==> src/hw/ladder_pkg.sv <==
/*
 * Ladder layer definitions. VGA stream struct, map region table,
 * sprite rule and colour constants.
 */
package ladder_pkg;

    typedef struct packed {
        logic [10:0] hcount;
        logic        hsync;
        logic        hblnk;
        logic [10:0] vcount;
        logic        vsync;
        logic        vblnk;
        logic [11:0] rgb;
    } vga_sig_t;

    // Row bounds inclusive, column stop exclusive.
    typedef struct packed {
        logic [10:0] vstart;
        logic [10:0] vstop;
        logic [10:0] hstart;
        logic [10:0] hstop;
        logic        use_offset;
    } region_t;

    // ==================================================
    // Map regions, highest priority first.
    // ==================================================
    localparam int NUM_REGIONS = 8;

    localparam region_t REGION_TABLE [NUM_REGIONS] = '{
        '{11'd641, 11'd736, 11'd800, 11'd832, 1'b1},  // Ladder 1.
        '{11'd588, 11'd640, 11'd320, 11'd352, 1'b0},  // Decoration A, upper.
        '{11'd704, 11'd736, 11'd320, 11'd352, 1'b0},  // Decoration A, lower.
        '{11'd500, 11'd587, 11'd160, 11'd192, 1'b1},  // Ladder 2.
        '{11'd387, 11'd499, 11'd704, 11'd736, 1'b1},  // Ladder 3.
        '{11'd271, 11'd386, 11'd256, 11'd288, 1'b1},  // Ladder 4.
        '{11'd271, 11'd302, 11'd576, 11'd608, 1'b0},  // Decoration B, upper.
        '{11'd354, 11'd386, 11'd576, 11'd608, 1'b0}   // Decoration B, lower.
    };

    localparam int RAMP_OFFSET = 16;
    localparam int SPRITE_AW   = 10;
    localparam int PIPE_DEPTH  = 3;

    // ==================================================
    // Sprite rule and colours
    // ==================================================
    localparam logic [11:0] LADDER_RGB = 12'hA62;
    localparam logic [11:0] SHADE_RGB  = 12'h311;
    localparam logic [11:0] BLANK_RGB  = 12'h888;

    localparam int RAIL_L_LO   = 2;
    localparam int RAIL_L_HI   = 4;
    localparam int RAIL_R_LO   = 27;
    localparam int RAIL_R_HI   = 29;
    localparam int RUNG_PERIOD = 8;

    // Rails on both sides, a rung every eighth row.
    function automatic logic [11:0] sprite_texel(input int unsigned row,
                                                 input int unsigned col);
        logic rail;
        logic rung;
        rail = ((col >= RAIL_L_LO) && (col <= RAIL_L_HI)) ||
               ((col >= RAIL_R_LO) && (col <= RAIL_R_HI));
        rung = (row % RUNG_PERIOD) == 0;
        return (rail || rung) ? LADDER_RGB : SHADE_RGB;
    endfunction

endpackage

==> src/hw/vga_delay.sv <==
/*
 * VGA stream delay line. Carries timing and background colour
 * through DEPTH register stages.
 */
`timescale 1ns/1ps

module vga_delay #(
    parameter int DEPTH = 2
) (
    input  logic               clk,
    input  logic               rst,
    input  ladder_pkg::vga_sig_t din,
    output ladder_pkg::vga_sig_t dout
);

    ladder_pkg::vga_sig_t stage [DEPTH];

    always_ff @(posedge clk) begin
        if (rst) begin
            for (int i = 0; i < DEPTH; i++) begin
                stage[i] <= '0;
            end
        end else begin
            stage[0] <= din;
            for (int i = 1; i < DEPTH; i++) begin
                stage[i] <= stage[i-1];
            end
        end
    end

    assign dout = stage[DEPTH-1];  // Oldest pixel.

endmodule

==> config.mk <==
export PLATFORM = sky130hd
export DESIGN_NAME = vga_delay
export DESIGN_NICKNAME = d
export VERILOG_FILES = /design/src/hw/ladder_pkg.sv /design/src/hw/vga_delay.sv
export SDC_FILE = /design/constraint.sdc
export NUM_CORES = 1
export LEC_CHECK = 0
export BUFFER_PORTS_ARGS = -buffer_cell sky130_fd_sc_hd__buf_2
export CAP_MARGIN = 20
export CELL_PAD_IN_SITES_DETAIL_PLACEMENT = 1
export CELL_PAD_IN_SITES_GLOBAL_PLACEMENT = 1
export CORE_ASPECT_RATIO = 0.6
export CORE_UTILIZATION = 43
export CTS_BUF_LIST = sky130_fd_sc_hd__clkbuf_8
export DETAILED_ROUTE_END_ITERATION = 7
export PLACE_DENSITY = 0.94
export SLEW_MARGIN = 20
export SYNTH_ARGS = -nofsm -noshare
export SYNTH_HDL_FRONTEND = slang
export SYNTH_SLANG_ARGS = --single-unit
==> constraint.sdc <==
create_clock -name clk -period 1.8 [get_ports clk]
set_clock_uncertainty 0.15 [all_clocks]
set_input_delay 0.45 -clock clk [delete_from_list [all_inputs] [get_ports clk]]
set_output_delay 0.45 -clock clk [all_outputs]
set_load 0.01 [all_outputs]
# Word-level counts from Yosys, hierarchy flattened
# Memory sizes are Yosys's and may differ from the RTL's.
# Index checks and enable logic that the tools add are counted.
[word_totals] n_memories=1 out_inout_bits=38 mem_bits_rw=76 regBits=0
[classes] n_mux=5 bitwise_logic=2
[memory_table] name="stage" depth=2 word_bits=38 read_ports=2 rd_ports_with_merged_regs=0 write_ports=2 line="vga_delay.sv:16" text="ladder_pkg::vga_sig_t stage [DEPTH];"
[op_table] cell="2-to-1 mux 38 bit" n=2
[op_table] cell="2-to-1 mux 1 bit" n=3
[op_table] cell="bitwise OR 1 bit" n=2

# Logic depth before layout (Yosys ltp)
[logic_depth] depth_word=3 mapped_depth=3

# Worst setup path before layout
# Ideal clock, no wire load.
[synth_path] path_kind="input -> register" start="input rst" end="memory stage[0][34] (netlist name)" t_required_ps=1585 slack_ps=771 cell_stages=3 setup_time_ps=65 arrival_time_ps=814 path_cell_list="buf_4 buf_6 nor2b_1"
[synth_rtl] element="start, declared" line="vga_delay.sv:11" text="input logic rst,"
[synth_rtl] element="end, declared" line="vga_delay.sv:16"

==> results.cfg <==
[clocking]
clkSinkCount = 76
cts.root.buffer_cell = clkbuf_8
cts_buffers = 9
insertion_delay_ns = 0.34
clkTransAtPathRegs_ns = 0.08
ctsHoldBuffers = 0
tritoncts = done
post_cts.repair.setup_buffers = 0
clockBufferDepth = 2
cts_htree_levels = 3
cts_resized = 0

[worst_setup_path]
cp-start-kind = register
required_ns = 1.20
crit_slowest_cell = dfxtp_1
cp-end-kind = primary output
crit_family = flip-flops
slowest_delay_ns = 0.33
cp.arrival_ns = 0.80
worstPathBufferInverterCount = 1
crit_fanout = 1
worstSetupPathType = reg -> out
path_cells = buf_2

[routing]
wl_per_cell_um = 11.3
drc = 0
drt_iter0_drc = 10
drtPass1Iterations = 4
final_antenna_net_count = 0
wl_met1_um = 1540
via_per_inst = 4.02
wl_met3_um = 302
vias = 1253
postRouteWirelength_um = 3530
wl_met2_um = 1630
top_layer = met4

[timing]
fin_tns_setup_ns = 0
fin_crit_sh = 0.776
maxSlewHeadroom = 0.803
fmax_mhz = 716
finalMaxSlewViolations = 0
setup_ws_ns = 0.403
layout_min_cycle_time_ns = 1.40
timing.final.hold_violations = 0
tightest_slew_ns = 0.295
setup_viol_count_final = 0
grt_setup_unrepaired = no

[cells_and_area]
fin_util = 0.533
fin_nets = 281
fill_cells = 579
area_growth_pct = 17.0
reg.largest.list = stage: 76 flops
regMostFlops = stage
antenna_cells = 0
multi_input_area_um2 = 475
layout-drive-gt1-share = 0.374
largest_register_ffs = 76
regArea_um2 = 1520

[floorplan]
ios = 78
die_y_um = 59.3
rows = 20
chipWidth_um = 97.4
core_um2 = 5150
start_util = 0.456
dieArea_um2 = 5770

[synth]
syn_inst = 198
ys_types = 5
synth_top_flop_cell = dfxtp_1
yosysTopAreaCellShare = 0.647
seq_area_frac_synth = 0.647
synth_area_per_cell_um2 = 11.9
async_reset_ff_frac = 0
synth.area.top_cells = dfxtp_1 (65%), nor2b_1 (20%), buf_4 (12%)
synth_edf_count = 0
yosys_warnings = 0
ys_ff_latch = 76
synth_area_um2 = 2350
yosysTopAreaCell = dfxtp_1
synth_fp_nets = 238
yosys-top-cells-count = dfxtp_1 (76), nor2b_1 (76), buf_4 (39), buf_6 (4), buf_2 (3)

[global_routing]
antenna_found_initial = 0
grt_use_total = 0.137
first_global_vias = 1226
grt_pass1_wl_um = 5550
overflow = 0
grt_max_degree = 77

[placement]
dp_slack_ns = 0.560
io_buffer_count = 77
place_congestion = 0.626

[hold_path]
min_path_type = in -> reg

[pwr]
powerDensity_nw_per_um2 = 1310
p_total_mw = 3.61
leakagePower_nw = 1.30
ir_drop_v = 0.000478

[run]
cap_violations = 0

[run_status]
status = complete, no violations
[per-layer routing]
layer | up-vias | global-route usage
met3 | 9 | 0.0790
met1 | 557 | 0.140
met4 | 0 | 0.0882
met2 | 49 | 0.220
met5 | - | 0
li1 | 638 | -
[per-stage QoR]
stage | hold WS (ns) | instances | area, µm²
final | 0.165 | 312 | 2750
after global routing | 0.150 | 312 | 2750
after CTS | 0.149 | 312 | 2750
after detailed placement | 0.279 | 296 | 2480
after global placement | 0.266 | 296 | 2480
after floorplan | 0.264 | 198 | 2350
[worst paths after layout]
kind / from / to / slack, ns / cells after the start
worst max-delay path: stage[0][59] / dout[21] / 0.40 / 1
worst min-delay path: din[22] / stage[0][22] / 0.17 / 2
worst max register to register: stage[0][29] / stage[0][67] / 1.10 / 1
worst min register to register: stage[0][33] / stage[0][71] / 0.29 / 1
[kinds of logic after synthesis]
logic type             synth area share
buffers and inverters             0.150
flip-flops                        0.647
AND/OR/NAND/NOR                   0.202
[layout make-up]
| type | instances | share of cell area |
|---|---|---|
| sequential | 76 | 0.553 |
| clock buffer | 10 | 0.0500 |
| tap | 66 | 0.0300 |
| timing repair buffer | 78 | 0.147 |
| multi-input combinational | 76 | 0.173 |
| clock inverter | 6 | 0.0464 |
[placed cells by master, fill, tap and decap left out]
cell       synthesis  layout
dfxtp_1           76      76
clkbuf_8           0      10
bufinv_16          0       4
buf_2              3      77
buf_12             0       1
inv_1              0       2
nor2b_1           76      76
[where the power goes]
group / switching [mW] / internal, mW
Sequential: 0.0172 / 1.76
Combinational: 0.0772 / 0.0953
Clock: 0.570 / 1.09
(Power assumes the default switching activity.)
