==> config.mk <==
export PLATFORM = sky130hd
export DESIGN_NAME = ladder_region_decode
export DESIGN_NICKNAME = d
export VERILOG_FILES = /design/src/hw/ladder_pkg.sv /design/src/hw/ladder_region_decode.sv
export SDC_FILE = /design/constraint.sdc
export NUM_CORES = 1
export LEC_CHECK = 0
export ABC_CLOCK_PERIOD_IN_PS = 1800
export BUFFER_PORTS_ARGS = -buffer_cell sky130_fd_sc_hd__buf_4
export CAP_MARGIN = 0
export CELL_PAD_IN_SITES_DETAIL_PLACEMENT = 0
export CELL_PAD_IN_SITES_GLOBAL_PLACEMENT = 1
export CORE_MARGIN = 3
export CORE_UTILIZATION = 27
export CTS_BUF_LIST = sky130_fd_sc_hd__clkbuf_16
export DETAILED_ROUTE_END_ITERATION = 8
export HOLD_SLACK_MARGIN = 0.12
export PLACE_DENSITY_LB_ADDON = 0.1
export SLEW_MARGIN = 20
export SYNTH_ARGS = -nofsm -noshare
export SYNTH_HDL_FRONTEND = slang
export SYNTH_SLANG_ARGS = --single-unit
==> constraint.sdc <==
create_clock -name clk -period 1.8 [get_ports clk]
set_input_delay 0.18 -clock clk [delete_from_list [all_inputs] [get_ports clk]]
set_output_delay 0.18 -clock clk [all_outputs]
set_load 0.005 [all_outputs]
==> src/hw/ladder_pkg.sv <==
/*
 * Ladder layer definitions. VGA stream struct, map region table,
 * sprite rule and colour constants.
 */
package ladder_pkg;

    typedef struct packed {
        logic [10:0] hcount;
        logic        hsync;
        logic        hblnk;
        logic [10:0] vcount;
        logic        vsync;
        logic        vblnk;
        logic [11:0] rgb;
    } vga_sig_t;

    // Row bounds inclusive, column stop exclusive.
    typedef struct packed {
        logic [10:0] vstart;
        logic [10:0] vstop;
        logic [10:0] hstart;
        logic [10:0] hstop;
        logic        use_offset;
    } region_t;

    // ==================================================
    // Map regions, highest priority first.
    // ==================================================
    localparam int NUM_REGIONS = 8;

    localparam region_t REGION_TABLE [NUM_REGIONS] = '{
        '{11'd641, 11'd736, 11'd800, 11'd832, 1'b1},  // Ladder 1.
        '{11'd588, 11'd640, 11'd320, 11'd352, 1'b0},  // Decoration A, upper.
        '{11'd704, 11'd736, 11'd320, 11'd352, 1'b0},  // Decoration A, lower.
        '{11'd500, 11'd587, 11'd160, 11'd192, 1'b1},  // Ladder 2.
        '{11'd387, 11'd499, 11'd704, 11'd736, 1'b1},  // Ladder 3.
        '{11'd271, 11'd386, 11'd256, 11'd288, 1'b1},  // Ladder 4.
        '{11'd271, 11'd302, 11'd576, 11'd608, 1'b0},  // Decoration B, upper.
        '{11'd354, 11'd386, 11'd576, 11'd608, 1'b0}   // Decoration B, lower.
    };

    localparam int RAMP_OFFSET = 16;
    localparam int SPRITE_AW   = 10;
    localparam int PIPE_DEPTH  = 3;

    // ==================================================
    // Sprite rule and colours
    // ==================================================
    localparam logic [11:0] LADDER_RGB = 12'hA62;
    localparam logic [11:0] SHADE_RGB  = 12'h311;
    localparam logic [11:0] BLANK_RGB  = 12'h888;

    localparam int RAIL_L_LO   = 2;
    localparam int RAIL_L_HI   = 4;
    localparam int RAIL_R_LO   = 27;
    localparam int RAIL_R_HI   = 29;
    localparam int RUNG_PERIOD = 8;

    // Rails on both sides, a rung every eighth row.
    function automatic logic [11:0] sprite_texel(input int unsigned row,
                                                 input int unsigned col);
        logic rail;
        logic rung;
        rail = ((col >= RAIL_L_LO) && (col <= RAIL_L_HI)) ||
               ((col >= RAIL_R_LO) && (col <= RAIL_R_HI));
        rung = (row % RUNG_PERIOD) == 0;
        return (rail || rung) ? LADDER_RGB : SHADE_RGB;
    endfunction

endpackage

==> src/hw/ladder_region_decode.sv <==
/*
 * Ladder region decoder. Finds the first map region holding the
 * pixel and forms the sprite address for it.
 */
`timescale 1ns/1ps

module ladder_region_decode (
    input  logic                             clk,
    input  logic                             rst,
    input  logic                             start_game,
    input  logic                             animation,
    input  ladder_pkg::vga_sig_t             pix,
    output logic                             hit,
    output logic [ladder_pkg::SPRITE_AW-1:0] sprite_addr
);

    import ladder_pkg::*;

    logic                 match;
    logic                 use_offset;
    logic                 active;
    logic [10:0]          hcount_off;
    logic [4:0]           col;
    logic                 hit_nxt;
    logic [SPRITE_AW-1:0] sprite_addr_nxt;

    // ==================================================
    // Region scan
    // ==================================================
    always_comb begin
        match      = 1'b0;
        use_offset = 1'b0;
        for (int i = 0; i < NUM_REGIONS; i++) begin
            if (!match &&
                (pix.vcount >= REGION_TABLE[i].vstart) &&
                (pix.vcount <= REGION_TABLE[i].vstop) &&
                (pix.hcount >= REGION_TABLE[i].hstart) &&
                (pix.hcount <  REGION_TABLE[i].hstop)) begin
                match      = 1'b1;
                use_offset = REGION_TABLE[i].use_offset;
            end
        end
    end

    // Ramps shift the sprite sideways.
    assign hcount_off = pix.hcount + 11'(RAMP_OFFSET);
    assign col        = use_offset ? hcount_off[4:0] : pix.hcount[4:0];

    assign active = !pix.hblnk && !pix.vblnk && start_game && !animation;

    always_comb begin
        hit_nxt         = active && match;
        sprite_addr_nxt = sprite_addr;  // Hold on miss.
        if (hit_nxt) begin
            sprite_addr_nxt = {pix.vcount[4:0], col};
        end
    end

    // ==================================================
    // Stage register
    // ==================================================
    always_ff @(posedge clk) begin
        if (rst) begin
            hit         <= 1'b0;
            sprite_addr <= '0;
        end else begin
            hit         <= hit_nxt;
            sprite_addr <= sprite_addr_nxt;
        end
    end

endmodule

======== After elaboration in Yosys (flattened, before gate mapping) ========
Index checks and enable logic that the tools add are counted.
W data, S select, Z words.
storage, ports and cells
  logic and storage cells ................. 89
  bits in registers ....................... 11
  bits of input ports ..................... 42
  output and inout bits ................... 11
operators by class
  add/sub/neg operators ................... 1
  order comparisons ....................... 25
  reduce and logical (&&, ||, !) cells .... 45
  mux-type cells .......................... 16
operator list
  kind                    count
  $ge A11 B10 Y1 const B  6
  $ge A11 B9 Y1 const B   6
  $logic_and A1 B1 Y1     35
  $le A11 B10 Y1 const B  3
  $le A11 B9 Y1 const B   3
  $lt A11 B10 Y1 const B  3
  $lt A11 B9 Y1 const B   2
  $mux W1                 15
  $ge A11 B8 Y1 const B   1
  $lt A11 B8 Y1 const B   1
  $logic_not A1 Y1        10
  $add A5 B5 Y5 const B   1
  $mux W5                 1

======== Depth between registers and ports, before layout ========
  word-level depth ........................ 48
  depth in mapped cells ................... 8
  depth with buffers taken out ............ 6

======== Worst setup path after synthesis ========
OpenSTA, ideal clock, no wires.
  kind .................................... input-to-reg
  start ................................... input pix[22] in the netlist's numbering
  end ..................................... register sprite_addr[0] in the netlist's numbering
  library setup time ...................... 0.072 ns
  data arrival time ....................... 1.866 ns
  slack ................................... -0.138 ns
  required time ........................... 1.728 ns
  buffers on the path ..................... 2
  stages on the path ...................... 8
  cells stage by stage .................... buf_6 > or3b_1 > or2_1 > a2111oi_4 > nor2_1 > a31oi_1 > buf_6 > mux2i_1
on the way
  longest elaborated chain between the ends .. 48
  elaborated cells on any way between the ends .. 68
  those cells by class .................... 13 x order compare; 16 x mux; 39 x reduce/logical
ends and longest elaborated chain
  what                                                     RTL line                                                RTL
  start: declaration                                       ladder_region_decode.sv:12                              input ladder_pkg::vga_sig_t pix,
  $ge A11 B10 Y1 / $le A11 B10 Y1 (equally long branches)  ladder_region_decode.sv:35, ladder_region_decode.sv:36
  $logic_and A1 B1 Y1                                      ladder_region_decode.sv:35                              (pix.vcount >= REGION_TABLE[i].vstart) &&
  $logic_and A1 B1 Y1                                      ladder_region_decode.sv:36                              (pix.vcount <= REGION_TABLE[i].vstop) &&
  $logic_and A1 B1 Y1                                      ladder_region_decode.sv:37                              (pix.hcount >= REGION_TABLE[i].hstart) &&
  $mux W1                                                  ladder_region_decode.sv:34                              if (!match &&
  $logic_not A1 Y1                                         ladder_region_decode.sv:34
  $logic_and A1 B1 Y1                                      ladder_region_decode.sv:34
  $logic_and A1 B1 Y1                                      ladder_region_decode.sv:35
  [32 not listed]                                          -
  $mux W1                                                  ladder_region_decode.sv:34
  $logic_not A1 Y1                                         ladder_region_decode.sv:34
  $logic_and A1 B1 Y1                                      ladder_region_decode.sv:34
  $logic_and A1 B1 Y1                                      ladder_region_decode.sv:35
  $logic_and A1 B1 Y1                                      ladder_region_decode.sv:36
  $logic_and A1 B1 Y1                                      ladder_region_decode.sv:37
  $mux W1                                                  ladder_region_decode.sv:34
  $mux W5 / $logic_and A1 B1 Y1 (equally long branches)    ladder_region_decode.sv:47, ladder_region_decode.sv:52
  end signal: assignment                                   ladder_region_decode.sv:68                              sprite_addr <= sprite_addr_nxt;
  end: declaration                                         ladder_region_decode.sv:14                              output logic [ladder_pkg::SPRITE_AW-1:0] sprite_addr
Several ways; a longest one is shown, not always the timed one.
A chain may end at the register's enable or synchronous reset.

======== Worst setup path in the final report ========
  start ................................... input pix[16] in the netlist's numbering
  end ..................................... register sprite_addr[6] in the netlist's numbering
on the way
  longest elaborated chain between the ends .. 48
  elaborated cells on any way between the ends .. 60
  those cells by class .................... 13 x order compare; 8 x mux; 39 x reduce/logical
ends and longest elaborated chain
  what                                                     RTL line                                                RTL
  $ge A11 B10 Y1 / $le A11 B10 Y1 (equally long branches)  ladder_region_decode.sv:35, ladder_region_decode.sv:36
  $logic_and A1 B1 Y1                                      ladder_region_decode.sv:35
  $logic_and A1 B1 Y1                                      ladder_region_decode.sv:36
  $logic_and A1 B1 Y1                                      ladder_region_decode.sv:37
  $mux W1                                                  ladder_region_decode.sv:34
  $logic_not A1 Y1                                         ladder_region_decode.sv:34
  $logic_and A1 B1 Y1                                      ladder_region_decode.sv:34
  $logic_and A1 B1 Y1                                      ladder_region_decode.sv:35
  [32 not listed]                                          -
  $mux W1                                                  ladder_region_decode.sv:34
  $logic_not A1 Y1                                         ladder_region_decode.sv:34
  $logic_and A1 B1 Y1                                      ladder_region_decode.sv:34
  $logic_and A1 B1 Y1                                      ladder_region_decode.sv:35
  $logic_and A1 B1 Y1                                      ladder_region_decode.sv:36
  $logic_and A1 B1 Y1                                      ladder_region_decode.sv:37
  $mux W1 (*)                                              ladder_region_decode.sv:34
  $logic_and A1 B1 Y1 (*)                                  ladder_region_decode.sv:52                              hit_nxt = active && match;
Mark *: on every way between the ends. The rest lies on a longest branch, timed or not.

==> flow_summary.toml <==
[worst_setup_path]
rrSetupSlack_ps = 1200
path_max_fanout = 5
rr_startpoint = "sprite_addr[0]"
crit_arrival_ps = 2030
path_class = "in2reg"
start_kind = "primary input"
r2r_cells = 2
end_kind = "flop"
timing.rr.end = "sprite_addr[0]"
cp.required_ps = 1960

[synthesis]
synth.most_common_cell = "nand2b_1"
yosys_warnings = 0
synth-edff-count = 0
async_flop_share_pct = 0
ys_ff_latch = 11
synth_nets = 155
syn_avg_cell_area_um2 = 8.304
syn_area_um2 = 938.4
ys_types = 41
synth_seq_area_share_pct = 23.47
synth_top_cell_by_area = "dfxtp_1"
synth_top_area_share_pct = 23.47
synth.area.top_cells = "dfxtp_1, nand2b_1, mux2i_1"
synthFlopType = "dfxtp_1"
synth_common_cells = "nand2b_1, dfxtp_1, mux2i_1, nor2_1, nor3_1"
synthCells = 113

[clocking]
clockRootBuffer = "clkbuf_16"
clock_latency_ps = 240
clock_sinks = 11
cts_hold_buf = 0
clkTransAtPathRegs_ps = 40
htreeDepth = 1
clk_path_buf_depth = 2
cts_tree = "built"
numCtsBuffers = 3

[timing]
rsz0062_at_grt = "yes"
skew_ps = 0
hold_violations = 0
fmax_mhz = 535.3
hold_slack_ps = 220.3
setup_violations = 10
fin_crit_ps = 1868
setup_tns_ps = -475.4
slew_viol_final = 0
slew-limit-headroom_pct = 69.38
post-route-period-util_pct = 103.8
tightestPinTransition_ps = 452.9
worst_slack_ps = -67.99

[floorplan]
io_pins = 53
die_y_um = 64.96
initial_core_util_pct = 29.53
die_w_um = 64.96
fp.coreArea_mm2 = 0.003178
rows = 20
die_area_mm2 = 0.004219

[worst_hold_path]
hold_depth = 3
hp-class = "in2reg"
worstHoldStart = "pix[30]"
holdPathEnd = "sprite_addr[3]"

[layout]
syn_to_final_growth_pct = 75.20
nets = 227
diodes = 0
stdcell_count = 228
drive_gt1_share_pct = 50.00
post-route-util_pct = 51.73

[route]
ant_nets = 0
firstDrtPassIters = 4
routed_wl_um = 2801
avgRoutedWirePerCell_um = 12.29
routed-wl-met2_um = 1280
initialDrtViolationCount = 49
vias_per_cell = 4.877
top_layer_used = "met4"
met3_length_um = 163
via_count = 1112
drc = 0
drt-met1-wl_um = 1341

[global_routing]
grt_max_degree = 22
antenna_found_initial = 0
grt_pass1_vias = 1073
overflow = 0
grt_pass1_wl_um = 4491
grt_usage_pct = 13.22

[power]
clockPowerShare_pct = 47.8
pwr-share-comb_pct = 22.7
power.leakage_nw = 0.6878
p_sw_share_pct = 21.82
p_int_mw = 0.6505
power_density_mw_per_mm2 = 506.1
peakVddDrop_v = 0.0004523
p_seq_share_pct = 29.4
p_sw_mw = 0.1816

[outcome]
violations = "setup timing"
status = "finished, violations left"

[place]
hpwl_um = 2248
place_congestion = 0.7925
io_buffers = 38
place_ws_ps = -375.1
place_inst = 222

[run]
cap_violations = 0
==> worst max-delay path, cell delays in order <==
cell and delay [ps]:
buf_6 90, or4_4 550, a2bb2oi_2 160, a2111oi_4 300, nor2_1 90, a31oi_2 260, buf_4 210, mux2i_1 180
==> cell usage in the layout (no fill, tap or decap), drive strengths merged, types with 2 or more instances in the layout <==
cell	n
nor4	4
buf	73
or4	3
or2	2
nand2b	21
a211o	2
dfxtp	11
or3b	2
inv	3
mux2i	10
and3	2
o21ai	3
a31oi	4
nor2	7
o211ai	2
clkbuf	3
a311oi	2
nor3	5
nand3	3
nand2	4
==> timing repair <==
action                                  in CTS  in global routing
setup buffers                                0                  1
endpoints found under the setup margin      10                 10
pin swaps                                    0                  2
gates cloned                                 0                  1
resized for setup                            3                 12
==> per-layer routing <==
metal / global-route usage (%) / vias up
met1: 16.49 / 510
met4: 2.902 / 0
met2: 22.09 / 33
li1: - / 567
met5: 0 / -
met3: 4.159 / 2
==> cells by family (layout without fill, tap and decap cells) <==
kind of cell	after synthesis	after routing	share of synthesized area [%]
compound gates	21	21	18.93
buf+inv	9	80	6.000
flops	11	11	23.47
mux	10	10	10.67
simple gates	62	62	40.93
==> power groups by stage <==
stage / Sequential (mW) / Clock (mW) / Combinational [mW]
4_1_cts: 0.245 / 0.412 / 0.184
3_3_place_gp: 0.249 / 0 / 0.180
2_1_floorplan: 0.249 / 0 / 0.0678
5_1_grt: 0.244 / 0.429 / 0.205
3_5_place_dp: 0.249 / 0 / 0.181
6_report: 0.245 / 0.398 / 0.189
==> cell type report <==
cell class	instances	area, um2
fillers	328	1534
multi-input cells	93	705.7
repair buffers	73	571.8
flip-flops and latches	11	220.2
clock buffers	3	75.07
well taps	44	55.05
inverters	3	11.26
clock inverters	1	5.005
==> state kept, by name (all words and copies together) (netlist names) <==
name and cells:
sprite_addr 10, hit 1
==> metrics by stage <==
| stage | area, um2 | power, mW |
|---|---|---|
| final | 1644 | 0.8321 |
| after global routing | 1644 | 0.8787 |
| after CTS | 1588 | 0.8412 |
| after detailed placement | 1500 | 0.4299 |
| after global placement | 1500 | 0.4292 |
| after floorplan | 944.7 | 0.3168 |
==> how the worst max path moves through the flow <==
stage          startpoint             end  slack [ps]  cells past startpoint
2_1_floorplan     pix[16]  sprite_addr[0]         -50                      7
3_3_place_gp      pix[17]  sprite_addr[5]        -390                      9
3_5_place_dp      pix[17]  sprite_addr[0]        -380                      9
4_1_cts           pix[16]  sprite_addr[1]         -50                      8
5_1_grt           pix[16]  sprite_addr[6]        -140                      8
6_report          pix[16]  sprite_addr[6]         -70                      8
(Power assumes the default switching activity.)
