$ cat src/hw/ladder_pkg.sv
/*
 * Ladder layer definitions. VGA stream struct, map region table,
 * sprite rule and colour constants.
 */
package ladder_pkg;

    typedef struct packed {
        logic [10:0] hcount;
        logic        hsync;
        logic        hblnk;
        logic [10:0] vcount;
        logic        vsync;
        logic        vblnk;
        logic [11:0] rgb;
    } vga_sig_t;

    // Row bounds inclusive, column stop exclusive.
    typedef struct packed {
        logic [10:0] vstart;
        logic [10:0] vstop;
        logic [10:0] hstart;
        logic [10:0] hstop;
        logic        use_offset;
    } region_t;

    // ==================================================
    // Map regions, highest priority first.
    // ==================================================
    localparam int NUM_REGIONS = 8;

    localparam region_t REGION_TABLE [NUM_REGIONS] = '{
        '{11'd641, 11'd736, 11'd800, 11'd832, 1'b1},  // Ladder 1.
        '{11'd588, 11'd640, 11'd320, 11'd352, 1'b0},  // Decoration A, upper.
        '{11'd704, 11'd736, 11'd320, 11'd352, 1'b0},  // Decoration A, lower.
        '{11'd500, 11'd587, 11'd160, 11'd192, 1'b1},  // Ladder 2.
        '{11'd387, 11'd499, 11'd704, 11'd736, 1'b1},  // Ladder 3.
        '{11'd271, 11'd386, 11'd256, 11'd288, 1'b1},  // Ladder 4.
        '{11'd271, 11'd302, 11'd576, 11'd608, 1'b0},  // Decoration B, upper.
        '{11'd354, 11'd386, 11'd576, 11'd608, 1'b0}   // Decoration B, lower.
    };

    localparam int RAMP_OFFSET = 16;
    localparam int SPRITE_AW   = 10;
    localparam int PIPE_DEPTH  = 3;

    // ==================================================
    // Sprite rule and colours
    // ==================================================
    localparam logic [11:0] LADDER_RGB = 12'hA62;
    localparam logic [11:0] SHADE_RGB  = 12'h311;
    localparam logic [11:0] BLANK_RGB  = 12'h888;

    localparam int RAIL_L_LO   = 2;
    localparam int RAIL_L_HI   = 4;
    localparam int RAIL_R_LO   = 27;
    localparam int RAIL_R_HI   = 29;
    localparam int RUNG_PERIOD = 8;

    // Rails on both sides, a rung every eighth row.
    function automatic logic [11:0] sprite_texel(input int unsigned row,
                                                 input int unsigned col);
        logic rail;
        logic rung;
        rail = ((col >= RAIL_L_LO) && (col <= RAIL_L_HI)) ||
               ((col >= RAIL_R_LO) && (col <= RAIL_R_HI));
        rung = (row % RUNG_PERIOD) == 0;
        return (rail || rung) ? LADDER_RGB : SHADE_RGB;
    endfunction

endpackage

$ cat src/hw/ladder_pixel_merge.sv
/*
 * Ladder pixel merge. Picks blank grey, sprite texel or background
 * and registers the output stream.
 */
`timescale 1ns/1ps

module ladder_pixel_merge (
    input  logic                 clk,
    input  logic                 rst,
    input  ladder_pkg::vga_sig_t pix_d,
    input  logic                 hit_q,
    input  logic [11:0]          texel,
    output ladder_pkg::vga_sig_t out
);

    import ladder_pkg::*;

    vga_sig_t out_nxt;

    always_comb begin
        out_nxt = pix_d;
        if (pix_d.hblnk || pix_d.vblnk) begin
            out_nxt.rgb = BLANK_RGB;
        end else if (hit_q) begin
            out_nxt.rgb = texel;
        end
        // Otherwise background passes through.
    end

    always_ff @(posedge clk) begin
        if (rst) begin
            out <= '0;
        end else begin
            out <= out_nxt;
        end
    end

endmodule

$ cat config.mk
export PLATFORM = sky130hd
export DESIGN_NAME = ladder_pixel_merge
export DESIGN_NICKNAME = d
export VERILOG_FILES = /design/src/hw/ladder_pkg.sv /design/src/hw/ladder_pixel_merge.sv
export SDC_FILE = /design/constraint.sdc
export NUM_CORES = 1
export LEC_CHECK = 0
export BUFFER_PORTS_ARGS = -buffer_cell sky130_fd_sc_hd__buf_2
export CORE_MARGIN = 2
export CORE_UTILIZATION = 43
export CTS_BUF_LIST = sky130_fd_sc_hd__clkbuf_4 sky130_fd_sc_hd__clkbuf_8
export CTS_CLUSTER_SIZE = 40
export DETAILED_ROUTE_END_ITERATION = 8
export GPL_TIMING_DRIVEN = 1
export PLACE_DENSITY = 0.95
export SLEW_MARGIN = 10
export SYNTH_ARGS = -nofsm -noshare
export SYNTH_HDL_FRONTEND = slang
export SYNTH_SLANG_ARGS = --single-unit
$ cat constraint.sdc
create_clock -name clk -period 2.75 [get_ports clk]
set_input_delay 0.825 -clock clk [delete_from_list [all_inputs] [get_ports clk]]
set_output_delay 0.825 -clock clk [all_outputs]
set_load 0.02 [all_outputs]
Word level (Yosys, flattened, before mapping)
Cells that the tools add are included.
{"block": "op_classes", "add_sub_neg": 0, "n_mul": 0, "div": 0, "n_lt_le_gt_ge": 0, "n_eq_ne": 0, "n_shift": 0, "muxes": 2, "n_bitwise": 0, "reduce_logical": 2}
{"cell": "$mux 12", "n": 2}
{"cell": "$reduce_or 2->1", "n": 1}
{"cell": "$logic_or 1x1->1", "n": 1}
{"block": "word_totals", "reg_bits": 38, "latchBits": 0, "ram_bits": 0, "romBits": 0, "input_bits": 53, "out_inout_bits": 38, "wordCells": 12, "memories": 0}

Longest topological paths before layout
Gate-level depths: netlist of the first run.
{"block": "logic_depth", "word_depth": 2, "depth_mapped": 3, "depth_no_buf": 2}

Least setup slack after synthesis of the first run
No wires, ideal clock.
{"block": "synth_path", "path_type": "in2reg", "start": "input pix_d[12] (netlist bit)", "end": "register out[0] (netlist bit)", "setup_ps": 64, "arrival_ps": 1411, "t_required_ps": 2686, "slack_ps": 1275, "path_stages": 3, "path_buffers": 1, "cell_sequence": "or3_1 > buf_6 > nor2_1"}
{"block": "synth_via", "elab_chain_len": 2}
{"item": "start: declaration", "line_no": "ladder_pixel_merge.sv:10", "text": "input ladder_pkg::vga_sig_t pix_d,"}
{"item": "$logic_or 1x1->1", "line_no": "ladder_pixel_merge.sv:22", "text": "if (pix_d.hblnk || pix_d.vblnk) begin"}
{"item": "$reduce_or 2->1 (no line)"}
{"item": "end signal: assignment", "line_no": "ladder_pixel_merge.sv:34", "text": "out <= out_nxt;"}
{"item": "end: declaration", "line_no": "ladder_pixel_merge.sv:13", "text": "output ladder_pkg::vga_sig_t out"}
No other way between the ends.
A chain may end at the register's enable or synchronous reset.

Worst setup path after layout of the first run
{"block": "layout_path", "start": "register out[13] (netlist bit)", "end": "output out[13] (netlist bit)"}
No word-level cell between the ends.

==> qor.txt, run 1 <==
Clock tree buffer depth -> 2
Final Hold Fails -> 0
Largest net degree at the start of global routing -> 31
Setup violators final -> 0
Cell Pwr Density -> 596 nW/um2
Crit-path leading delay family -> flip-flops
First drt pass iteration count -> 3
Max-slew headroom -> 0.676
Nets@finish -> 240
Critical-path maximum fanout -> 1
ANT nets after route -> 0
Commonest non-fill, non-tap cell in the layout -> buf_2
Yosys warns -> 0
Max-slew violation count -> 0
Largest cells by area after synthesis -> dfxtp_1 67%, nor2b_1 14%, mux2i_1 11%
WP data required -> 1.93 ns
Global route overflow -> 0
Slowest-stage cell, CP -> dfxtp_1
Clk root buf -> clkbuf_4
CP Data Arrival Time -> 0.79 ns
Antenna violations before repair -> 0
Die Area -> 3080 um2
Fin util -> 0.658
Layout cells sized above 1 -> 0.524
Initial DRC Count -> 3
Register area share after synthesis -> 0.667
GRT Total Usage -> 0.172
Wire per inst -> 11.2 um
Initial Util -> 0.456
Core Region -> 2500 um2
Min Clock Period, post-route -> 1.62 ns
Htree depth -> 2
# IOs -> 91
Critical Path Start Type -> flip-flop
Worst min path class -> input port to flip-flop
Final Wtd Congestion -> 0.690
Largest register FFs -> 38
Max VDD drop -> 553 uV
Setup TNS -> 0 ns
Synth Cell Area -> 1140 um2
Area Growth Syn to Fin -> 44.2%
Syn Area/Cell -> 12.0 um2
Setup WS pre-CTS -> 0.913 ns
Post-synth top area share -> 0.667
Final Non-Filler Cells -> 217
Post-synth net total -> 148
Placed cells -> 210
Cell variety after synth -> 10
Cts bufs inserted -> 5
Critical Path End Type -> output port
Setup CP Type -> flip-flop to output port
Leak -> 0.888 nW
Worst hold margin -> 0.724 ns
Largest registers -> out x38
Mapped Cells -> 95
Max_cap viols -> 0
Tcrit/Tclk final -> 0.589
Fmax -> 618 MHz
CTS tree -> done
Clock-pin slew on the worst setup and hold paths -> 0.09 ns
Synth Register Bits -> 38
Number of post-CTS setup repair buffers -> 0
CTS Sinks -> 38
Routed WL -> 2420 um
Post-route DRC violation count -> 0
Fillers -> 223
HPWL Detailed -> 2020 um
Post-synth top area cell -> dfxtp_1
Biggest register -> out
Die Y -> 55.5 um
Antenna diodes -> 0
Bufs and invs on worst path -> 1
Vias in the first global route -> 936
Post-CTS Resized -> 0
Final WS setup -> 1.13 ns
Crit path largest cell delay -> 0.33 ns
Least-Margin Pin Slew -> 0.486 ns
RSZ-0062 raised after global routing -> false
Die width -> 55.5 um
First-pass GRT wire length -> 4020 um
Commonest cells after routing, fill and taps aside -> 90 x buf_2, 38 x dfxtp_1, 25 x nor2b_1
Via count -> 943
Final Cell Area -> 1650 um2
IO buf count -> 90
Post-Place Cell Area -> 1590 um2
Cells along the critical path -> buf_2
Outcome -> finished clean
Num rows -> 18
Power, Total -> 980 uW
CTS Hold Bufs -> 0
DR vias/cell -> 4.35
==> per-layer routing <==
metal | wire, um | track usage | vias to the layer above
met2 | 1450 | 0.328 | 31
met4 | 27 | 0.0732 | 0
met3 | 109 | 0.0492 | 2
met5 | 0 | 0 | -
li1 | - | - | 479
met1 | 835 | 0.169 | 431
==> power breakdown <==
group | switching (mW) | total (mW) | internal, mW
registers | 0.00615 | 0.583 | 0.577
clock network | 0.143 | 0.259 | 0.116
logic | 0.0745 | 0.138 | 0.0635
==> Yosys cell counts (all sizes together) <==
master,number
clkbuf,1
nor2,10
buf,4
or3,1
nor2b,26
a21oi,3
dfxtp,38
mux2i,12
==> kinds of logic (layout without fill, tap and decap cells) <==
| group | after synthesis | in the layout | synth area share |
|---|---|---|---|
| muxes | 12 | 12 | 0.105 |
| DFF | 38 | 38 | 0.667 |
| buffers and inverters | 5 | 97 | 0.0318 |
| AOI/OAI and AO/OA | 3 | 3 | 0.0132 |
| and+or+nand+nor | 37 | 37 | 0.183 |
==> worst paths after layout <==
check                     start  endpoint  slack (ns)  cells after the start
worst min-delay path  pix_d[20]   out[20]        0.72                      2
worst max-delay path    out[13]   out[13]        1.13                      1
==> layout make-up <==
cell class,count,area (um2),area share
Tap cell,30,37.5,0.0228
Clock buffer,7,52.6,0.0319
Timing Repair Buffer,90,450,0.274
Sequential cell,38,761,0.462
Multi-Input combinational cell,52,344,0.209
Note: power is estimated with default switching activity, not from simulation.
==> run 2: changes to the inputs <==
--- a/config.mk
+++ b/config.mk
@@ -5,14 +5,15 @@
 export SDC_FILE = /design/constraint.sdc
 export NUM_CORES = 1
 export LEC_CHECK = 0
+export ABC_AREA = 1
 export BUFFER_PORTS_ARGS = -buffer_cell sky130_fd_sc_hd__buf_2
 export CORE_MARGIN = 2
-export CORE_UTILIZATION = 43
+export CORE_UTILIZATION = 40
 export CTS_BUF_LIST = sky130_fd_sc_hd__clkbuf_4 sky130_fd_sc_hd__clkbuf_8
 export CTS_CLUSTER_SIZE = 40
 export DETAILED_ROUTE_END_ITERATION = 8
 export GPL_TIMING_DRIVEN = 1
-export PLACE_DENSITY = 0.95
+export PLACE_DENSITY = 0.9
 export SLEW_MARGIN = 10
 export SYNTH_ARGS = -nofsm -noshare
 export SYNTH_HDL_FRONTEND = slang
==> constraint.sdc (replaced) <==
create_clock -name clk -period 1.67 [get_ports clk]
set_input_delay 0.501 -clock clk [delete_from_list [all_inputs] [get_ports clk]]
set_output_delay 0.501 -clock clk [all_outputs]
set_load 0.02 [all_outputs]
==> qor.txt, run 2 <==
Crit path largest cell delay -> 0.34 ns
Setup CP Type -> flip-flop to output port
Vias in the first global route -> 1074
Yosys warns -> 0
CTS tree -> done
Die Y -> 59.0 um
Global route overflow -> 0
Htree depth -> 2
IO buf count -> 90
Area Growth Syn to Fin -> 43.0%
# IOs -> 91
Most frequent cell after synthesis -> dfxtp_1
Critical Path Start Type -> flip-flop
Initial Util -> 0.431
Worst hold start -> pix_d[16]
Clock tree buffer depth -> 2
Crit-path leading delay family -> flip-flops
CP Data Arrival Time -> 0.82 ns
Nets@finish -> 287
Die width -> 59.0 um
First drt pass iteration count -> 4
Worst min path class -> input port to flip-flop
Comb power frac -> 0.143
Number of post-CTS setup repair buffers -> 0
Antenna diodes -> 0
Biggest register -> out
Leak -> 1.05 nW
Cts bufs inserted -> 5
Final Wtd Congestion -> 0.779
Switch Pwr -> 422 uW
Cell-internal power -> 1.25 mW
Register area share after synthesis -> 0.629
Max_cap viols -> 0
Critical Path End Type -> output port
Synth Register Bits -> 38
CTS Sinks -> 38
Outcome -> finished clean
Cell variety after synth -> 13
Post-synth top area share -> 0.629
Largest net degree at the start of global routing -> 16
Main synth FF type -> dfxtp_1
Clk root buf -> clkbuf_4
Clock group share of total power -> 0.283
Routed WL -> 2620 um
Initial DRC Count -> 28
Largest registers -> out x38
Final Non-Filler Cells -> 266
Clock-pin slew on the worst setup and hold paths -> 0.11 ns
First-pass GRT wire length -> 4160 um
Commonest non-fill, non-tap cell in the layout -> buf_2
WP data required -> 1.17 ns
CTS Hold Bufs -> 0
Syn Area/Cell -> 8.58 um2
Num rows -> 19
Die Area -> 3480 um2
Post-CTS Resized -> 0
Post-synth net total -> 194
Via count -> 1112
Slowest-stage cell, CP -> dfxtp_1
Max-slew headroom -> 0.836
Largest register FFs -> 38
RSZ-0062 raised after global routing -> false
Mapped Cells -> 141
Core Region -> 2810 um2
Post-synth top area cell -> dfxtp_1
Layout cells sized above 1 -> 0.447
Critical-path maximum fanout -> 1
Sequential share of power -> 0.574
Tcrit/Tclk final -> 0.791
Largest cells by area after synthesis -> dfxtp_1 63%, inv_1 9.0%, nand2_1 8.1%
Wire per inst -> 9.86 um
Bufs and invs on worst path -> 1
Number of synthesized flops with an enable pin -> 0
Fmax -> 757 MHz
Setup violators final -> 0
GRT Total Usage -> 0.161
Antenna violations before repair -> 0
Asr flop ratio synth -> 0
Max-slew violation count -> 0
Synth cell count leaders -> 38 x dfxtp_1, 29 x inv_1, 26 x nand2_1, 26 x nor2_1, 9 x a21oi_1
Post-route DRC violation count -> 0
Switching part of the total -> 0.252
Cells along the critical path -> buf_2
Origin of the worst setup path -> out[12]
ANT nets after route -> 0
Setup TNS -> 0 ns
HPWL Detailed -> 2160 um
Commonest cells after routing, fill and taps aside -> 90 x buf_2, 38 x dfxtp_1, 29 x inv_1
Synth Cell Area -> 1210 um2
DR vias/cell -> 4.18
Least-Margin Pin Slew -> 0.245 ns
Final Hold Fails -> 0
Min Clock Period, post-route -> 1.32 ns
Cell Pwr Density -> 967 nW/um2
Placed cells -> 258
Max VDD drop -> 573 uV
-- run 2: final cells by class --
type | count | area (um2)
Inverter | 31 | 116
Clock buffer | 6 | 51.3
Timing Repair Buffer | 91 | 458
Fill cell | 266 | 1070
Multi-Input combinational cell | 67 | 293
Sequential cell | 38 | 761
Clock inverter | 2 | 12.5
Tap cell | 31 | 38.8
-- run 2: power by group through the flow --
stage               Sequential [mW]  Clock [mW]  Combinational, mW
finish                        0.960       0.474              0.239
global route                  0.965       0.550              0.265
CTS                           0.961       0.497              0.241
detailed placement            0.982           0              0.241
global placement              0.979           0              0.236
floorplan                      1.04           0             0.0711
-- run 2: stage by stage --
stage,instance area (um2),total power [mW],setup slack [ns],hold slack [ns],utilization
after floorplan,1210,1.11,0.689,0.608,-
after global placement,1670,1.22,0.484,0.699,0.594
after global routing,1730,1.78,0.274,0.343,0.617
after detailed placement,1670,1.22,0.451,0.709,0.594
after CTS,1730,1.70,0.329,0.357,0.617
final,1730,1.67,0.349,0.374,0.617
-- run 2: path summary, 6_finish.rpt --
check	end	cells past startpoint
hold / removal	out[16]	3
setup / recovery	out[12]	1
-- run 2: cell families (layout without fill, tap and decap cells) --
group,Yosys count,count (layout),share of synthesized area
buf+inv,36,130,0.129
simple gates,58,58,0.205
flops,38,38,0.629
compound gates,9,9,0.0372
-- run 2: routing by layer --
layer  GRT usage  routed length [um]  vias to the layer above
li1            -                   -                      585
met1       0.151                 991                      479
met2       0.306                1420                       40
met3      0.0480                 141                        8
met4      0.0877                  67                        0
met5           0                   0                        -
==> run 3: changes to the inputs <==
--- a/config.mk
+++ b/config.mk
@@ -8,12 +8,12 @@
 export ABC_AREA = 1
 export BUFFER_PORTS_ARGS = -buffer_cell sky130_fd_sc_hd__buf_2
 export CORE_MARGIN = 2
-export CORE_UTILIZATION = 40
+export CORE_UTILIZATION = 37
 export CTS_BUF_LIST = sky130_fd_sc_hd__clkbuf_4 sky130_fd_sc_hd__clkbuf_8
 export CTS_CLUSTER_SIZE = 40
 export DETAILED_ROUTE_END_ITERATION = 8
 export GPL_TIMING_DRIVEN = 1
-export PLACE_DENSITY = 0.9
+export PLACE_DENSITY = 0.88
 export SLEW_MARGIN = 10
 export SYNTH_ARGS = -nofsm -noshare
 export SYNTH_HDL_FRONTEND = slang
==> constraint.sdc (replaced) <==
create_clock -name clk -period 1.2 [get_ports clk]
set_input_delay 0.36 -clock clk [delete_from_list [all_inputs] [get_ports clk]]
set_output_delay 0.36 -clock clk [all_outputs]
set_load 0.02 [all_outputs]
==> qor.txt, run 3 (synthesis gave the netlist of run 2 again) <==
Critical-path maximum fanout -> 1
Initial DRC Count -> 29
Largest registers -> out x38
Min Clock Period, post-route -> 1.16 ns
Wire per inst -> 9.94 um
Die Area -> 3740 um2
Largest net degree at the start of global routing -> 19
Antenna diodes -> 0
Outcome -> finished clean
Via count -> 1139
Crit path largest cell delay -> 0.34 ns
Bufs and invs on worst path -> 1
Commonest cells after routing, fill and taps aside -> 62 x buf_2, 29 x inv_1, 26 x nor2_1, 26 x nand2_1, 25 x dfxtp_1
WP data required -> 0.84 ns
Htree depth -> 2
First-pass GRT wire length -> 3860 um
Largest register FFs -> 38
Post-route DRC violation count -> 0
Cells along the critical path -> buf_4
Max_cap viols -> 0
Vias in the first global route -> 991
Clock tree buffer depth -> 2
Critical Path Start Type -> flip-flop
CTS tree -> done
CTS Sinks -> 38
Initial Util -> 0.393
WHS Path Cells -> 3
Setup TNS -> 0 ns
DR vias/cell -> 4.10
GRT Total Usage -> 0.142
Leak -> 1.08 nW
Nets@finish -> 287
Core Region -> 3080 um2
Die Y -> 61.2 um
Number of post-CTS setup repair buffers -> 0
Fmax -> 862 MHz
Worst Hold End -> out[17]
Worst min path class -> input port to flip-flop
Clk root buf -> clkbuf_4
Setup violators final -> 0
Worst hold start -> pix_d[17]
# IOs -> 91
ANT nets after route -> 0
Slowest-stage cell, CP -> dfxtp_1
Power, Total -> 2.30 mW
Tcrit/Tclk final -> 0.966
CP Data Arrival Time -> 0.80 ns
Global route overflow -> 0
Max-slew violation count -> 0
Setup CP Type -> flip-flop to output port
Area Growth Syn to Fin -> 53.9%
IO buf count -> 90
HPWL Detailed -> 2170 um
Cell Pwr Density -> 1230 nW/um2
Commonest non-fill, non-tap cell in the layout -> buf_2
First drt pass iteration count -> 3
Max VDD drop -> 636 uV
Critical Path End Type -> output port
Least-Margin Pin Slew -> 0.211 ns
Cts bufs inserted -> 5
Biggest register -> out
Antenna violations before repair -> 0
Final Wtd Congestion -> 0.744
Layout cells sized above 1 -> 0.500
Routed WL -> 2760 um
Worst hold margin -> 0.221 ns
Die width -> 61.2 um
Final Hold Fails -> 0
Crit-path leading delay family -> flip-flops
Num rows -> 20
Max-slew headroom -> 0.859
Clock-pin slew on the worst setup and hold paths -> 0.11 ns
-- run 3: cell count changes in the layout (fill, tap and decap cells not counted), sizes merged --
cell	change
clkinvlp	-1
clkinv	+1
clkbuf	-1
-- run 3: routing by layer --
metal	share of wire	vias to the layer above	GRT usage
li1	-	585	-
met1	0.35	523	0.136
met2	0.60	29	0.269
met3	0.040	2	0.0357
met4	0.0098	0	0.0870
met5	0	-	0
-- run 3: repair_timing --
item	4_1_cts	5_1_grt
resized for setup	1	52
setup endpoints to repair	1	27
hold buffers	0	0
-- run 3: how the worst max path moves through the flow --
stage | startpoint | endpoint | slack [ns] | depth (start not counted)
final | out[27] | out[27] | 0.04 | 1
after global routing | out[36] | out[36] | -0.005 | 1
after CTS | out[22] | out[22] | 0.001 | 1
after detailed placement | hit_q | out[11] | 0.13 | 6
after global placement | hit_q | out[3] | 0.17 | 6
after floorplan | rst | out[0] | 0.36 | 4
-- run 3: through the flow --
stage	instance area, um2	setup slack, ns	utilization	cells
floorplan	1210	0.360	-	141
global placement	1680	0.173	0.547	271
detailed placement	1680	0.134	0.547	271
CTS	1730	0.000984	0.563	278
global route	1860	-0.00477	0.605	278
finish	1860	0.0404	0.605	278
-- run 3: layout make-up --
| class | instances | area [um2] |
|---|---|---|
| inverters | 31 | 116 |
| clock buffers | 5 | 37.5 |
| repair buffers | 91 | 573 |
| fillers | 305 | 1220 |
| well taps | 44 | 55.1 |
| flip-flops and latches | 38 | 777 |
| multi-input cells | 67 | 293 |
| clock inverters | 2 | 10.0 |
-- run 3: worst min-delay path: stages --
cell	delay [ns]
buf_2	0.10
inv_1	0.04
nor2_1	0.03
-- run 3: where the power goes --
group / switching, mW / internal [mW]
Sequential: 0.0195 / 1.33
Combinational: 0.196 / 0.174
Clock: 0.370 / 0.211
